File: src/logic/mipsCorePkg.sv
package mipsCorePkg;

    localparam int XLEN = 32;
    localparam int RegAddrW = 5;
    localparam logic [XLEN-1:0] ResetVector = 32'hbfc0_0000;

    // primary opcodes of the supported subset
    typedef enum logic [5:0] {
        OpSpecial = 6'b000000,
        OpJ       = 6'b000010,
        OpBeq     = 6'b000100,
        OpBne     = 6'b000101,
        OpAddiu   = 6'b001001,
        OpAndi    = 6'b001100,
        OpOri     = 6'b001101,
        OpLui     = 6'b001111,
        OpLw      = 6'b100011,
        OpSw      = 6'b101011
    } opcodeE;

    typedef enum logic [5:0] {
        FnSll  = 6'b000000,
        FnAddu = 6'b100001,
        FnSubu = 6'b100011,
        FnAnd  = 6'b100100,
        FnOr   = 6'b100101,
        FnXor  = 6'b100110,
        FnSlt  = 6'b101010
    } functE;

    typedef enum logic [3:0] {
        AluAdd, AluSub, AluAnd, AluOr,
        AluXor, AluSlt, AluSll, AluLui
    } aluOpE;

    typedef enum logic [1:0] {FwdReg, FwdExe, FwdMem, FwdWb} fwdSelE;

    typedef struct packed {
        opcodeE              opcode;
        logic [RegAddrW-1:0] rs;
        logic [RegAddrW-1:0] rt;
        logic [RegAddrW-1:0] rd;
        logic [4:0]          shamt;
        functE               funct;
    } rFmtT;

    typedef struct packed {
        opcodeE              opcode;
        logic [RegAddrW-1:0] rs;
        logic [RegAddrW-1:0] rt;
        logic [15:0]         imm16;
    } iFmtT;

    // one fetched word, seen as register or immediate format
    typedef union packed {
        rFmtT rFmt;
        iFmtT iFmt;
    } instrU;

    typedef struct packed {
        aluOpE aluOp;
        logic  useImm;
        logic  regWrite;
        logic  memRead;
        logic  memWrite;
        logic  isBranch;
        logic  branchNe;
        logic  isJump;
    } ctrlT;

    typedef struct packed {
        logic [XLEN-1:0]     pc;
        logic [XLEN-1:0]     srcA;
        logic [XLEN-1:0]     srcB;
        logic [XLEN-1:0]     storeData;
        logic [XLEN-1:0]     immediate;  // branch target for beq/bne
        logic [4:0]          shamt;
        logic [RegAddrW-1:0] dest;
        ctrlT                ctrl;
        logic                valid;
    } deStageT;

    typedef struct packed {
        logic [XLEN-1:0]     aluResult;
        logic [XLEN-1:0]     storeData;
        logic [RegAddrW-1:0] dest;
        logic                regWrite;
        logic                memRead;
        logic                memWrite;
        logic [XLEN-1:0]     pc;
        logic                valid;
    } emStageT;

    typedef struct packed {
        logic [XLEN-1:0]     result;
        logic [RegAddrW-1:0] dest;
        logic                regWrite;
        logic [XLEN-1:0]     pc;
        logic                valid;
    } mwStageT;

endpackage
File: src/logic/mipsCore.sv
module mipsCore
    import mipsCorePkg::*;
(
    input  logic                clk,
    input  logic                arstN_i,
    output logic [XLEN-1:0]     instAddr_o,
    output logic                instEn_o,
    input  logic [XLEN-1:0]     instData_i,
    input  logic                instStall_i,
    output logic                dataEn_o,
    output logic                dataWe_o,
    output logic [XLEN-1:0]     dataAddr_o,
    output logic [XLEN-1:0]     dataWdata_o,
    input  logic [XLEN-1:0]     dataRdata_i,
    input  logic                dataStall_i,
    output logic [XLEN-1:0]     debugPc_o,
    output logic                debugWen_o,
    output logic [RegAddrW-1:0] debugWnum_o,
    output logic [XLEN-1:0]     debugWdata_o
);

    logic [XLEN-1:0]     pcF;
    instrU               fdInstr;
    logic [XLEN-1:0]     fdPc;
    logic                fdValid;

    ctrlT                ctrlD;
    logic [RegAddrW-1:0] rsD, rtD, destD;
    logic [XLEN-1:0]     immD, branchTargetD, jumpTargetD;
    logic [XLEN-1:0]     rsDataD, rtDataD, srcAD, srcBD;
    logic                jumpRawD, jumpD, usesRtD;

    deStageT             de;
    emStageT             em;
    mwStageT             mw;
    logic [XLEN-1:0]     exeResult, memResult;
    logic                branchTakenE;

    logic                stallFd, freezeAll, squashFd, wbWen;
    fwdSelE              fwdA, fwdB;

    assign jumpD   = jumpRawD && fdValid;
    assign usesRtD = !ctrlD.useImm || ctrlD.memWrite;  // R-type, branches, sw

    fetchUnit fetch (
        .clk(clk), .arstN_i(arstN_i), .hold_i(stallFd || freezeAll),
        .branchTaken_i(branchTakenE), .branchTarget_i(de.immediate),
        .jump_i(jumpD), .jumpTarget_i(jumpTargetD), .pc_o(pcF)
    );

    decodeUnit decode (
        .instr_i(fdInstr), .pcPlus4_i(fdPc + 32'd4), .ctrl_o(ctrlD),
        .rs_o(rsD), .rt_o(rtD), .dest_o(destD), .imm_o(immD),
        .branchTarget_o(branchTargetD), .jumpTarget_o(jumpTargetD), .jump_o(jumpRawD)
    );

    registerFile regFile (
        .clk(clk), .arstN_i(arstN_i), .rs_i(rsD), .rt_i(rtD),
        .we_i(wbWen), .wAddr_i(mw.dest), .wData_i(mw.result),
        .rsData_o(rsDataD), .rtData_o(rtDataD)
    );

    hazardUnit hazard (
        .rsD_i(rsD), .rtD_i(rtD), .usesRtD_i(usesRtD),
        .de_i(de), .em_i(em), .mw_i(mw), .branchTaken_i(branchTakenE),
        .instStall_i(instStall_i), .dataStall_i(dataStall_i),
        .stallFd_o(stallFd), .freezeAll_o(freezeAll), .squashFd_o(squashFd),
        .fwdA_o(fwdA), .fwdB_o(fwdB)
    );

    executeUnit execute (.de_i(de), .result_o(exeResult), .branchTaken_o(branchTakenE));

    // load data arrives in the memory stage
    assign memResult = em.memRead ? dataRdata_i : em.aluResult;

    function automatic logic [XLEN-1:0] fwdMux(input fwdSelE sel,
                                               input logic [XLEN-1:0] rfData);
        case (sel)
            FwdExe:  return exeResult;
            FwdMem:  return memResult;
            FwdWb:   return mw.result;
            default: return rfData;
        endcase
    endfunction

    always_comb begin
        srcAD = fwdMux(fwdA, rsDataD);
        srcBD = fwdMux(fwdB, rtDataD);
    end

    always_ff @(posedge clk or negedge arstN_i) begin
        if (!arstN_i) begin
            fdInstr <= '0;
            fdPc    <= '0;
            fdValid <= 1'b0;
        end else if (!freezeAll) begin
            if (squashFd) begin
                fdInstr <= '0;  // sll r0 bubble
                fdValid <= 1'b0;
            end else if (!stallFd) begin
                fdInstr <= instrU'(instData_i);
                fdPc    <= pcF;
                fdValid <= 1'b1;
            end
        end
    end

    always_ff @(posedge clk or negedge arstN_i) begin
        if (!arstN_i) begin
            de <= '0;
            em <= '0;
            mw <= '0;
        end else if (!freezeAll) begin
            de.pc        <= fdPc;
            de.srcA      <= srcAD;
            de.srcB      <= srcBD;
            de.storeData <= srcBD;
            de.immediate <= ctrlD.isBranch ? branchTargetD : immD;
            de.shamt     <= fdInstr.rFmt.shamt;
            de.dest      <= destD;
            de.ctrl      <= ctrlD;
            de.valid     <= fdValid && !stallFd;  // bubble on load-use

            em.aluResult <= exeResult;
            em.storeData <= de.storeData;
            em.dest      <= de.dest;
            em.regWrite  <= de.ctrl.regWrite;
            em.memRead   <= de.ctrl.memRead;
            em.memWrite  <= de.ctrl.memWrite;
            em.pc        <= de.pc;
            em.valid     <= de.valid;

            mw.result    <= memResult;
            mw.dest      <= em.dest;
            mw.regWrite  <= em.regWrite;
            mw.pc        <= em.pc;
            mw.valid     <= em.valid;
        end
    end

    assign instAddr_o = pcF;
    assign instEn_o   = !squashFd;  // word after the delay slot is dropped anyway

    // em holds during a freeze, so these stay put
    assign dataEn_o    = em.valid && (em.memRead || em.memWrite);
    assign dataWe_o    = em.valid && em.memWrite;
    assign dataAddr_o  = em.aluResult;
    assign dataWdata_o = em.storeData;

    // one retire per instruction, none while frozen
    assign wbWen        = mw.valid && mw.regWrite && mw.dest != '0 && !freezeAll;
    assign debugPc_o    = mw.pc;
    assign debugWen_o   = wbWen;
    assign debugWnum_o  = mw.dest;
    assign debugWdata_o = mw.result;

endmodule

File: src/logic/executeUnit.sv
module executeUnit
    import mipsCorePkg::*;
(
    input  deStageT         de_i,
    output logic [XLEN-1:0] result_o,
    output logic            branchTaken_o
);

    logic [XLEN-1:0] opB;
    logic            srcEqual;

    assign opB = de_i.ctrl.useImm ? de_i.immediate : de_i.srcB;

    always_comb begin
        case (de_i.ctrl.aluOp)
            AluAdd:  result_o = de_i.srcA + opB;  // also lw/sw address
            AluSub:  result_o = de_i.srcA - opB;
            AluAnd:  result_o = de_i.srcA & opB;
            AluOr:   result_o = de_i.srcA | opB;
            AluXor:  result_o = de_i.srcA ^ opB;
            AluSlt:  result_o = {{(XLEN-1){1'b0}}, $signed(de_i.srcA) < $signed(opB)};
            AluSll:  result_o = opB << de_i.shamt;
            AluLui:  result_o = {opB[15:0], 16'b0};
            default: result_o = '0;
        endcase
    end

    assign srcEqual = (de_i.srcA == de_i.srcB);

    // bne inverts the compare
    assign branchTaken_o = de_i.valid && de_i.ctrl.isBranch &&
                           (srcEqual != de_i.ctrl.branchNe);

endmodule

File: src/logic/hazardUnit.sv
module hazardUnit
    import mipsCorePkg::*;
(
    input  logic [RegAddrW-1:0] rsD_i,
    input  logic [RegAddrW-1:0] rtD_i,
    input  logic                usesRtD_i,
    input  deStageT             de_i,
    input  emStageT             em_i,
    input  mwStageT             mw_i,
    input  logic                branchTaken_i,
    input  logic                instStall_i,
    input  logic                dataStall_i,
    output logic                stallFd_o,
    output logic                freezeAll_o,
    output logic                squashFd_o,
    output fwdSelE              fwdA_o,
    output fwdSelE              fwdB_o
);

    logic exeWrites;
    logic memWrites;
    logic wbWrites;
    logic loadInExe;

    assign exeWrites = de_i.valid && de_i.ctrl.regWrite && de_i.dest != '0;
    assign memWrites = em_i.valid && em_i.regWrite && em_i.dest != '0;
    assign wbWrites  = mw_i.valid && mw_i.regWrite && mw_i.dest != '0;

    // youngest producer wins
    function automatic fwdSelE pickSource(input logic [RegAddrW-1:0] idx);
        return (exeWrites && de_i.dest == idx) ? FwdExe :
               (memWrites && em_i.dest == idx) ? FwdMem :
               (wbWrites  && mw_i.dest == idx) ? FwdWb  : FwdReg;
    endfunction

    always_comb begin
        fwdA_o = pickSource(rsD_i);
        fwdB_o = pickSource(rtD_i);
    end

    // load data only exists from the memory stage on
    assign loadInExe = de_i.valid && de_i.ctrl.memRead && de_i.dest != '0;
    assign stallFd_o = loadInExe &&
                       (de_i.dest == rsD_i || (usesRtD_i && de_i.dest == rtD_i));

    assign freezeAll_o = instStall_i || dataStall_i;  // either cache not ready
    assign squashFd_o  = branchTaken_i;               // drop the word after the delay slot

endmodule

File: src/logic/registerFile.sv
module registerFile
    import mipsCorePkg::*;
(
    input  logic                clk,
    input  logic                arstN_i,
    input  logic [RegAddrW-1:0] rs_i,
    input  logic [RegAddrW-1:0] rt_i,
    input  logic                we_i,
    input  logic [RegAddrW-1:0] wAddr_i,
    input  logic [XLEN-1:0]     wData_i,
    output logic [XLEN-1:0]     rsData_o,
    output logic [XLEN-1:0]     rtData_o
);

    logic [XLEN-1:0] regs [2**RegAddrW];  // entry 0 is never written

    always_ff @(posedge clk or negedge arstN_i) begin
        if (!arstN_i) begin
            for (int i = 0; i < 2**RegAddrW; i++) begin
                regs[i] <= '0;
            end
        end else if (we_i && wAddr_i != '0) begin
            regs[wAddr_i] <= wData_i;
        end
    end

    // writeback value seen by decode in the same cycle
    assign rsData_o = (rs_i == '0) ? '0 :
                      (we_i && wAddr_i == rs_i) ? wData_i : regs[rs_i];
    assign rtData_o = (rt_i == '0) ? '0 :
                      (we_i && wAddr_i == rt_i) ? wData_i : regs[rt_i];

endmodule

File: src/logic/decodeUnit.sv
module decodeUnit
    import mipsCorePkg::*;
(
    input  instrU               instr_i,
    input  logic [XLEN-1:0]     pcPlus4_i,
    output ctrlT                ctrl_o,
    output logic [RegAddrW-1:0] rs_o,
    output logic [RegAddrW-1:0] rt_o,
    output logic [RegAddrW-1:0] dest_o,
    output logic [XLEN-1:0]     imm_o,
    output logic [XLEN-1:0]     branchTarget_o,
    output logic [XLEN-1:0]     jumpTarget_o,
    output logic                jump_o
);

    logic zeroExt;  // andi, ori, lui
    logic rdDest;

    always_comb begin
        ctrl_o  = '0;  // anything unknown stays a nop
        zeroExt = 1'b0;
        rdDest  = 1'b0;
        case (instr_i.rFmt.opcode)
            OpSpecial: begin
                rdDest          = 1'b1;
                ctrl_o.regWrite = 1'b1;
                case (instr_i.rFmt.funct)
                    FnSll:   ctrl_o.aluOp = AluSll;
                    FnAddu:  ctrl_o.aluOp = AluAdd;
                    FnSubu:  ctrl_o.aluOp = AluSub;
                    FnAnd:   ctrl_o.aluOp = AluAnd;
                    FnOr:    ctrl_o.aluOp = AluOr;
                    FnXor:   ctrl_o.aluOp = AluXor;
                    FnSlt:   ctrl_o.aluOp = AluSlt;
                    default: ctrl_o.regWrite = 1'b0;
                endcase
            end
            OpAddiu: begin
                ctrl_o.useImm   = 1'b1;
                ctrl_o.regWrite = 1'b1;
            end
            OpAndi, OpOri, OpLui: begin
                zeroExt         = 1'b1;
                ctrl_o.useImm   = 1'b1;
                ctrl_o.regWrite = 1'b1;
                ctrl_o.aluOp    = (instr_i.iFmt.opcode == OpAndi) ? AluAnd :
                                  (instr_i.iFmt.opcode == OpOri)  ? AluOr  : AluLui;
            end
            OpLw: begin
                ctrl_o.useImm   = 1'b1;
                ctrl_o.regWrite = 1'b1;
                ctrl_o.memRead  = 1'b1;
            end
            OpSw: begin
                ctrl_o.useImm   = 1'b1;
                ctrl_o.memWrite = 1'b1;
            end
            OpBeq, OpBne: begin
                ctrl_o.isBranch = 1'b1;
                ctrl_o.branchNe = (instr_i.iFmt.opcode == OpBne);
            end
            OpJ:     ctrl_o.isJump = 1'b1;
            default: ;
        endcase
    end

    assign imm_o = zeroExt ? {16'b0, instr_i.iFmt.imm16}
                           : {{16{instr_i.iFmt.imm16[15]}}, instr_i.iFmt.imm16};

    // rd for register format, rt for the immediate group and lw
    assign dest_o = rdDest ? instr_i.rFmt.rd : instr_i.iFmt.rt;

    // the index of j would alias register fields
    assign rs_o = ctrl_o.isJump ? '0 : instr_i.iFmt.rs;
    assign rt_o = ctrl_o.isJump ? '0 : instr_i.iFmt.rt;

    assign branchTarget_o = pcPlus4_i + {imm_o[XLEN-3:0], 2'b00};
    assign jumpTarget_o   = {pcPlus4_i[XLEN-1:28], instr_i.iFmt.rs, instr_i.iFmt.rt,
                             instr_i.iFmt.imm16, 2'b00};
    assign jump_o         = ctrl_o.isJump;

endmodule

File: src/logic/fetchUnit.sv
module fetchUnit
    import mipsCorePkg::*;
(
    input  logic            clk,
    input  logic            arstN_i,
    input  logic            hold_i,
    input  logic            branchTaken_i,
    input  logic [XLEN-1:0] branchTarget_i,
    input  logic            jump_i,
    input  logic [XLEN-1:0] jumpTarget_i,
    output logic [XLEN-1:0] pc_o
);

    logic [XLEN-1:0] pcNext;

    always_comb begin
        if (branchTaken_i) begin
            pcNext = branchTarget_i;  // older instruction, so it goes first
        end else if (jump_i) begin
            pcNext = jumpTarget_i;
        end else begin
            pcNext = pc_o + 32'd4;
        end
    end

    always_ff @(posedge clk or negedge arstN_i) begin
        if (!arstN_i) begin
            pc_o <= ResetVector;
        end else if (!hold_i) begin
            pc_o <= pcNext;
        end
    end

endmodule

File: config.mk
export PLATFORM = sky130hd
export DESIGN_NAME = mipsCore
export DESIGN_NICKNAME = d
export VERILOG_FILES = /design/src/logic/mipsCorePkg.sv /design/src/logic/mipsCore.sv /design/src/logic/executeUnit.sv /design/src/logic/hazardUnit.sv /design/src/logic/registerFile.sv /design/src/logic/decodeUnit.sv /design/src/logic/fetchUnit.sv
export SDC_FILE = /design/constraint.sdc
export NUM_CORES = 2
export LEC_CHECK = 0
export BUFFER_PORTS_ARGS = -buffer_cell sky130_fd_sc_hd__buf_4
export CAP_MARGIN = 20
export CORE_MARGIN = 5
export CORE_UTILIZATION = 64
export CTS_BUF_LIST = sky130_fd_sc_hd__clkbuf_8 sky130_fd_sc_hd__clkbuf_16
export DETAILED_ROUTE_END_ITERATION = 8
export HOLD_SLACK_MARGIN = 0.12
export PLACE_DENSITY = 0.79
export SETUP_SLACK_MARGIN = 0.2
export SKIP_LAST_GASP = 1
export SYNTH_ARGS = -nofsm -noshare
export SYNTH_HDL_FRONTEND = slang
export SYNTH_SLANG_ARGS = --single-unit
File: constraint.sdc
create_clock -name clk -period 5.95 [get_ports clk]
set_clock_uncertainty 0.05 [all_clocks]
set_input_delay 1.19 -clock clk [delete_from_list [all_inputs] [get_ports clk]]
set_output_delay 1.19 -clock clk [all_outputs]
set_load 0.01 [all_outputs]
==> flow_summary.toml <==
[routing]
vias_per_cell = 7.64
vias = 79400
wirelength_mm = 370
post-route-drc-count = 0
ant_nets = 0
drtPass1Iterations = 9
initialDrtViolationCount = 12200
avgRoutedWirePerCell_um = 35.6

[synthesis]
yosysSeqAreaShare_pct = 40.6
synthCells = 8745
async_flop_share_pct = 100
ys_ff_latch = 1445
synth_edf_count = 0
synthDistinctLibCells = 105
avgSynthCellArea_um2 = 10.2
yosysWarnings = 0
synth.cell_area_um2 = 89100
synthFlopType = "dfrtp_1"
syn_nets = 8952

[place]
dp_hpwl_mm = 241
dpl-instance-area_um2 = 91600
io_buffers = 236
globalplace.congestion = 1.11

[global_route]
grt_pass1_wl_mm = 532
grt_max_degree = 176
gr-usage-all-layers_pct = 49.1
grt_pass1_vias = 76900
antenna_found_initial = 32
overflow = 0

[finish]
drive_gt1_share_pct = 24.3
postLayoutCellArea_um2 = 96900
final_cell_mix = "dfrtp_1 (1423), mux2_2 (1060), nand2_1 (874)"
fin_nets = 8664
layout_commonest_cell = "dfrtp_1"
area_growth_pct = 8.73
fillCellCount = 9855
finish.utilization_pct = 70.3

[clock_network]
cts_tree = "yes"
clkTransAtPathRegs_ns = 0.06
clk_path_buf_depth = 3
cts-root-buf = "clkbuf_16"
post_cts_buffers = 0
cts_sinks = 1445
postCtsHoldBufs = 0
cts_made_buffers = 156
h-tree-depth = 4
clk_latency_ns = 0.84
cts_resized = 0

[floorplanning]
start_util_pct = 64.6
io_pins = 237
die_h_um = 383
core.rowCount = 136
die_area_um2 = 147000
die_w_um = 383
core-area_um2 = 138000

[timing]
hold-worst-slack_ns = 0.283
grt_setup_unrepaired = "no"
finalSetupViolations = 0
slew_violations = 0
fin_tns_setup_ns = 0
finalCritPeriodShare_pct = 98.5
hold_viol = 0
worstMarginPinSlew_ns = 1.40
post-route-min-period_ns = 5.86
max_freq_ghz = 0.171
slew_headroom_pct = 6.00

[pwr]
p_leak_nw = 44.3
power_frac_comb_pct = 38.7
switching_share_pct = 42.8
share_seq_of_total_power_pct = 34.2
pwr_density_cell_nw_per_um2 = 369
p_total_mw = 35.7
ir_worst_vdd_mv = 0.322
switchingPower_mw = 15.3
p_int_mw = 20.4
clkPwrFrac_pct = 27.2

[setup_path]
critPathArrivalTime_ns = 6.44
cp.required_ns = 6.53
cp-start-kind = "flip-flop"
crit_path_end_kind = "flip-flop"
path_class = "reg2reg"
critPathMaxFanout = 21

[status]
status = "finished, final reports clean"

[hold_path]
hold_class = "in2async"

[run]
cap_violations = 0
==> metal layers <==
metal / track usage, % / share of wire (%)
met5: 0 / 0.075
met4: 35.2 / 9.2
met3: 18.0 / 14
met2: 71.6 / 42
met1: 60.3 / 34
==> flip-flops by register name (all words and copies together) (netlist names) <==
signal        count
dataAddr_o       32
em               41
regFile.regs   1024
fdValid           1
fetch.pc_o       32
mw                2
debugWnum_o       5
de              148
dataWdata_o      32
debugWdata_o     32
debugPc_o        32
fdPc             32
fdInstr          32
==> synth_stat cells, types with 18 or more instances <==
| cell type | count | area [um^2] |
|---|---|---|
| a22oi_1 | 29 | 218 |
| buf_4 | 158 | 1190 |
| nand3_1 | 113 | 566 |
| o31ai_1 | 39 | 293 |
| mux2_2 | 1060 | 11900 |
| buf_1 | 106 | 398 |
| ha_1 | 136 | 1700 |
| buf_2 | 188 | 941 |
| o221a_2 | 20 | 225 |
| a21o_1 | 46 | 345 |
| o22ai_1 | 54 | 338 |
| a32oi_1 | 18 | 158 |
| mux4_2 | 115 | 2590 |
| nand2b_1 | 56 | 350 |
| dfrtp_1 | 1436 | 35900 |
| o21a_1 | 20 | 150 |
| o21bai_1 | 20 | 150 |
| a311oi_1 | 29 | 254 |
| a221oi_1 | 257 | 2250 |
| and3_1 | 39 | 244 |
| xnor2_1 | 51 | 447 |
| o311ai_0 | 33 | 289 |
| nand2_1 | 899 | 3370 |
| o21ai_0 | 306 | 1530 |
| clkbuf_1 | 529 | 1990 |
| nor4_1 | 28 | 175 |
| nor3_1 | 172 | 861 |
| o221ai_1 | 102 | 893 |
| nor2b_1 | 21 | 131 |
| xor2_1 | 74 | 648 |
| a22o_1 | 36 | 315 |
| inv_1 | 136 | 510 |
| a21oi_1 | 486 | 2430 |
| nand4_1 | 25 | 156 |
| mux2i_1 | 766 | 7670 |
| a31oi_1 | 99 | 619 |
| a211oi_1 | 80 | 601 |
| o211ai_1 | 44 | 330 |
| a221o_1 | 101 | 1010 |
| and2_1 | 22 | 138 |
| or3_1 | 77 | 482 |
| nor2_1 | 465 | 1750 |
==> logic make-up after synthesis <==
group           count (synthesis)  share of synthesized area, %
flops                        1445                          40.6
fa+ha+maj                     140                          1.99
simple gates                 1987                          9.90
buf+inv                      1130                          5.76
mux                          1949                          25.0
xor+xnor                      125                          1.23
compound gates               1969                          15.5
==> per-stage QoR <==
stage | worst slack [ns] | cells
4_1_cts | 0.486 | 10400
6_report | 0.0884 | 10400
5_1_grt | 0.292 | 10400
2_1_floorplan | 1.42 | 8745
3_3_place_gp | 0.654 | 10100
3_5_place_dp | 0.642 | 10100
==> path summary, 6_finish.rpt <==
path / startpoint / to / slack [ns] / cells after the start
worst max-delay path: de[7]$_DFFE_PN0N_ / de[149]$_DFFE_PN0N_ / 0.09 / 12
worst min-delay path: arstN_i / debugWdata_o[9]$_DFFE_PN0N_ / 0.28 / 1
worst max register to register: de[7]$_DFFE_PN0N_ / de[149]$_DFFE_PN0N_ / 0.09 / 12
worst min register to register: regFile.regs[1021]$_DFFE_PN0P_ / regFile.regs[1021]$_DFFE_PN0P_ / 0.37 / 0
max in group asynchronous: arstN_i / regFile.regs[173]$_DFFE_PN0P_ / 3.98 / 2
min in group clk: regFile.regs[1021]$_DFFE_PN0P_ / regFile.regs[1021]$_DFFE_PN0P_ / 0.37 / 0
==> worst max-delay path: stages, from the launching register on <==
cell and delay, ns:
dfrtp_4 0.68, mux2i_1 0.83, ha_1 0.49, or4_1 0.59, a311oi_1 0.58, o41a_1 0.49
a211oi_1 0.21, nor3_2 0.50, buf_4 0.22, nor3_1 0.06, o32ai_2 0.62, buf_4 0.26
o22ai_1 0.08
==> power groups by stage <==
stage                     combinational [mW]  sequential (mW)  clock, mW
after detailed placement                13.0             12.3          0
after global placement                  12.9             12.3          0
after global routing                    14.1             12.2       10.1
after floorplan                         7.95             11.5          0
final                                   13.8             12.2       9.71
after CTS                               13.1             12.1       9.70
==> final cells by class <==
cell class,count,area [um^2],area share [%]
flip-flops and latches,1445,36200,37.4
repair buffers,543,4640,4.79
well taps,1794,2240,2.32
clock inverters,95,796,0.822
multi-input cells,6170,48100,49.6
inverters,141,529,0.546
diodes,21,52.6,0.0543
clock buffers,185,4300,4.44
No activity file was read; power rests on OpenSTA's default activity.
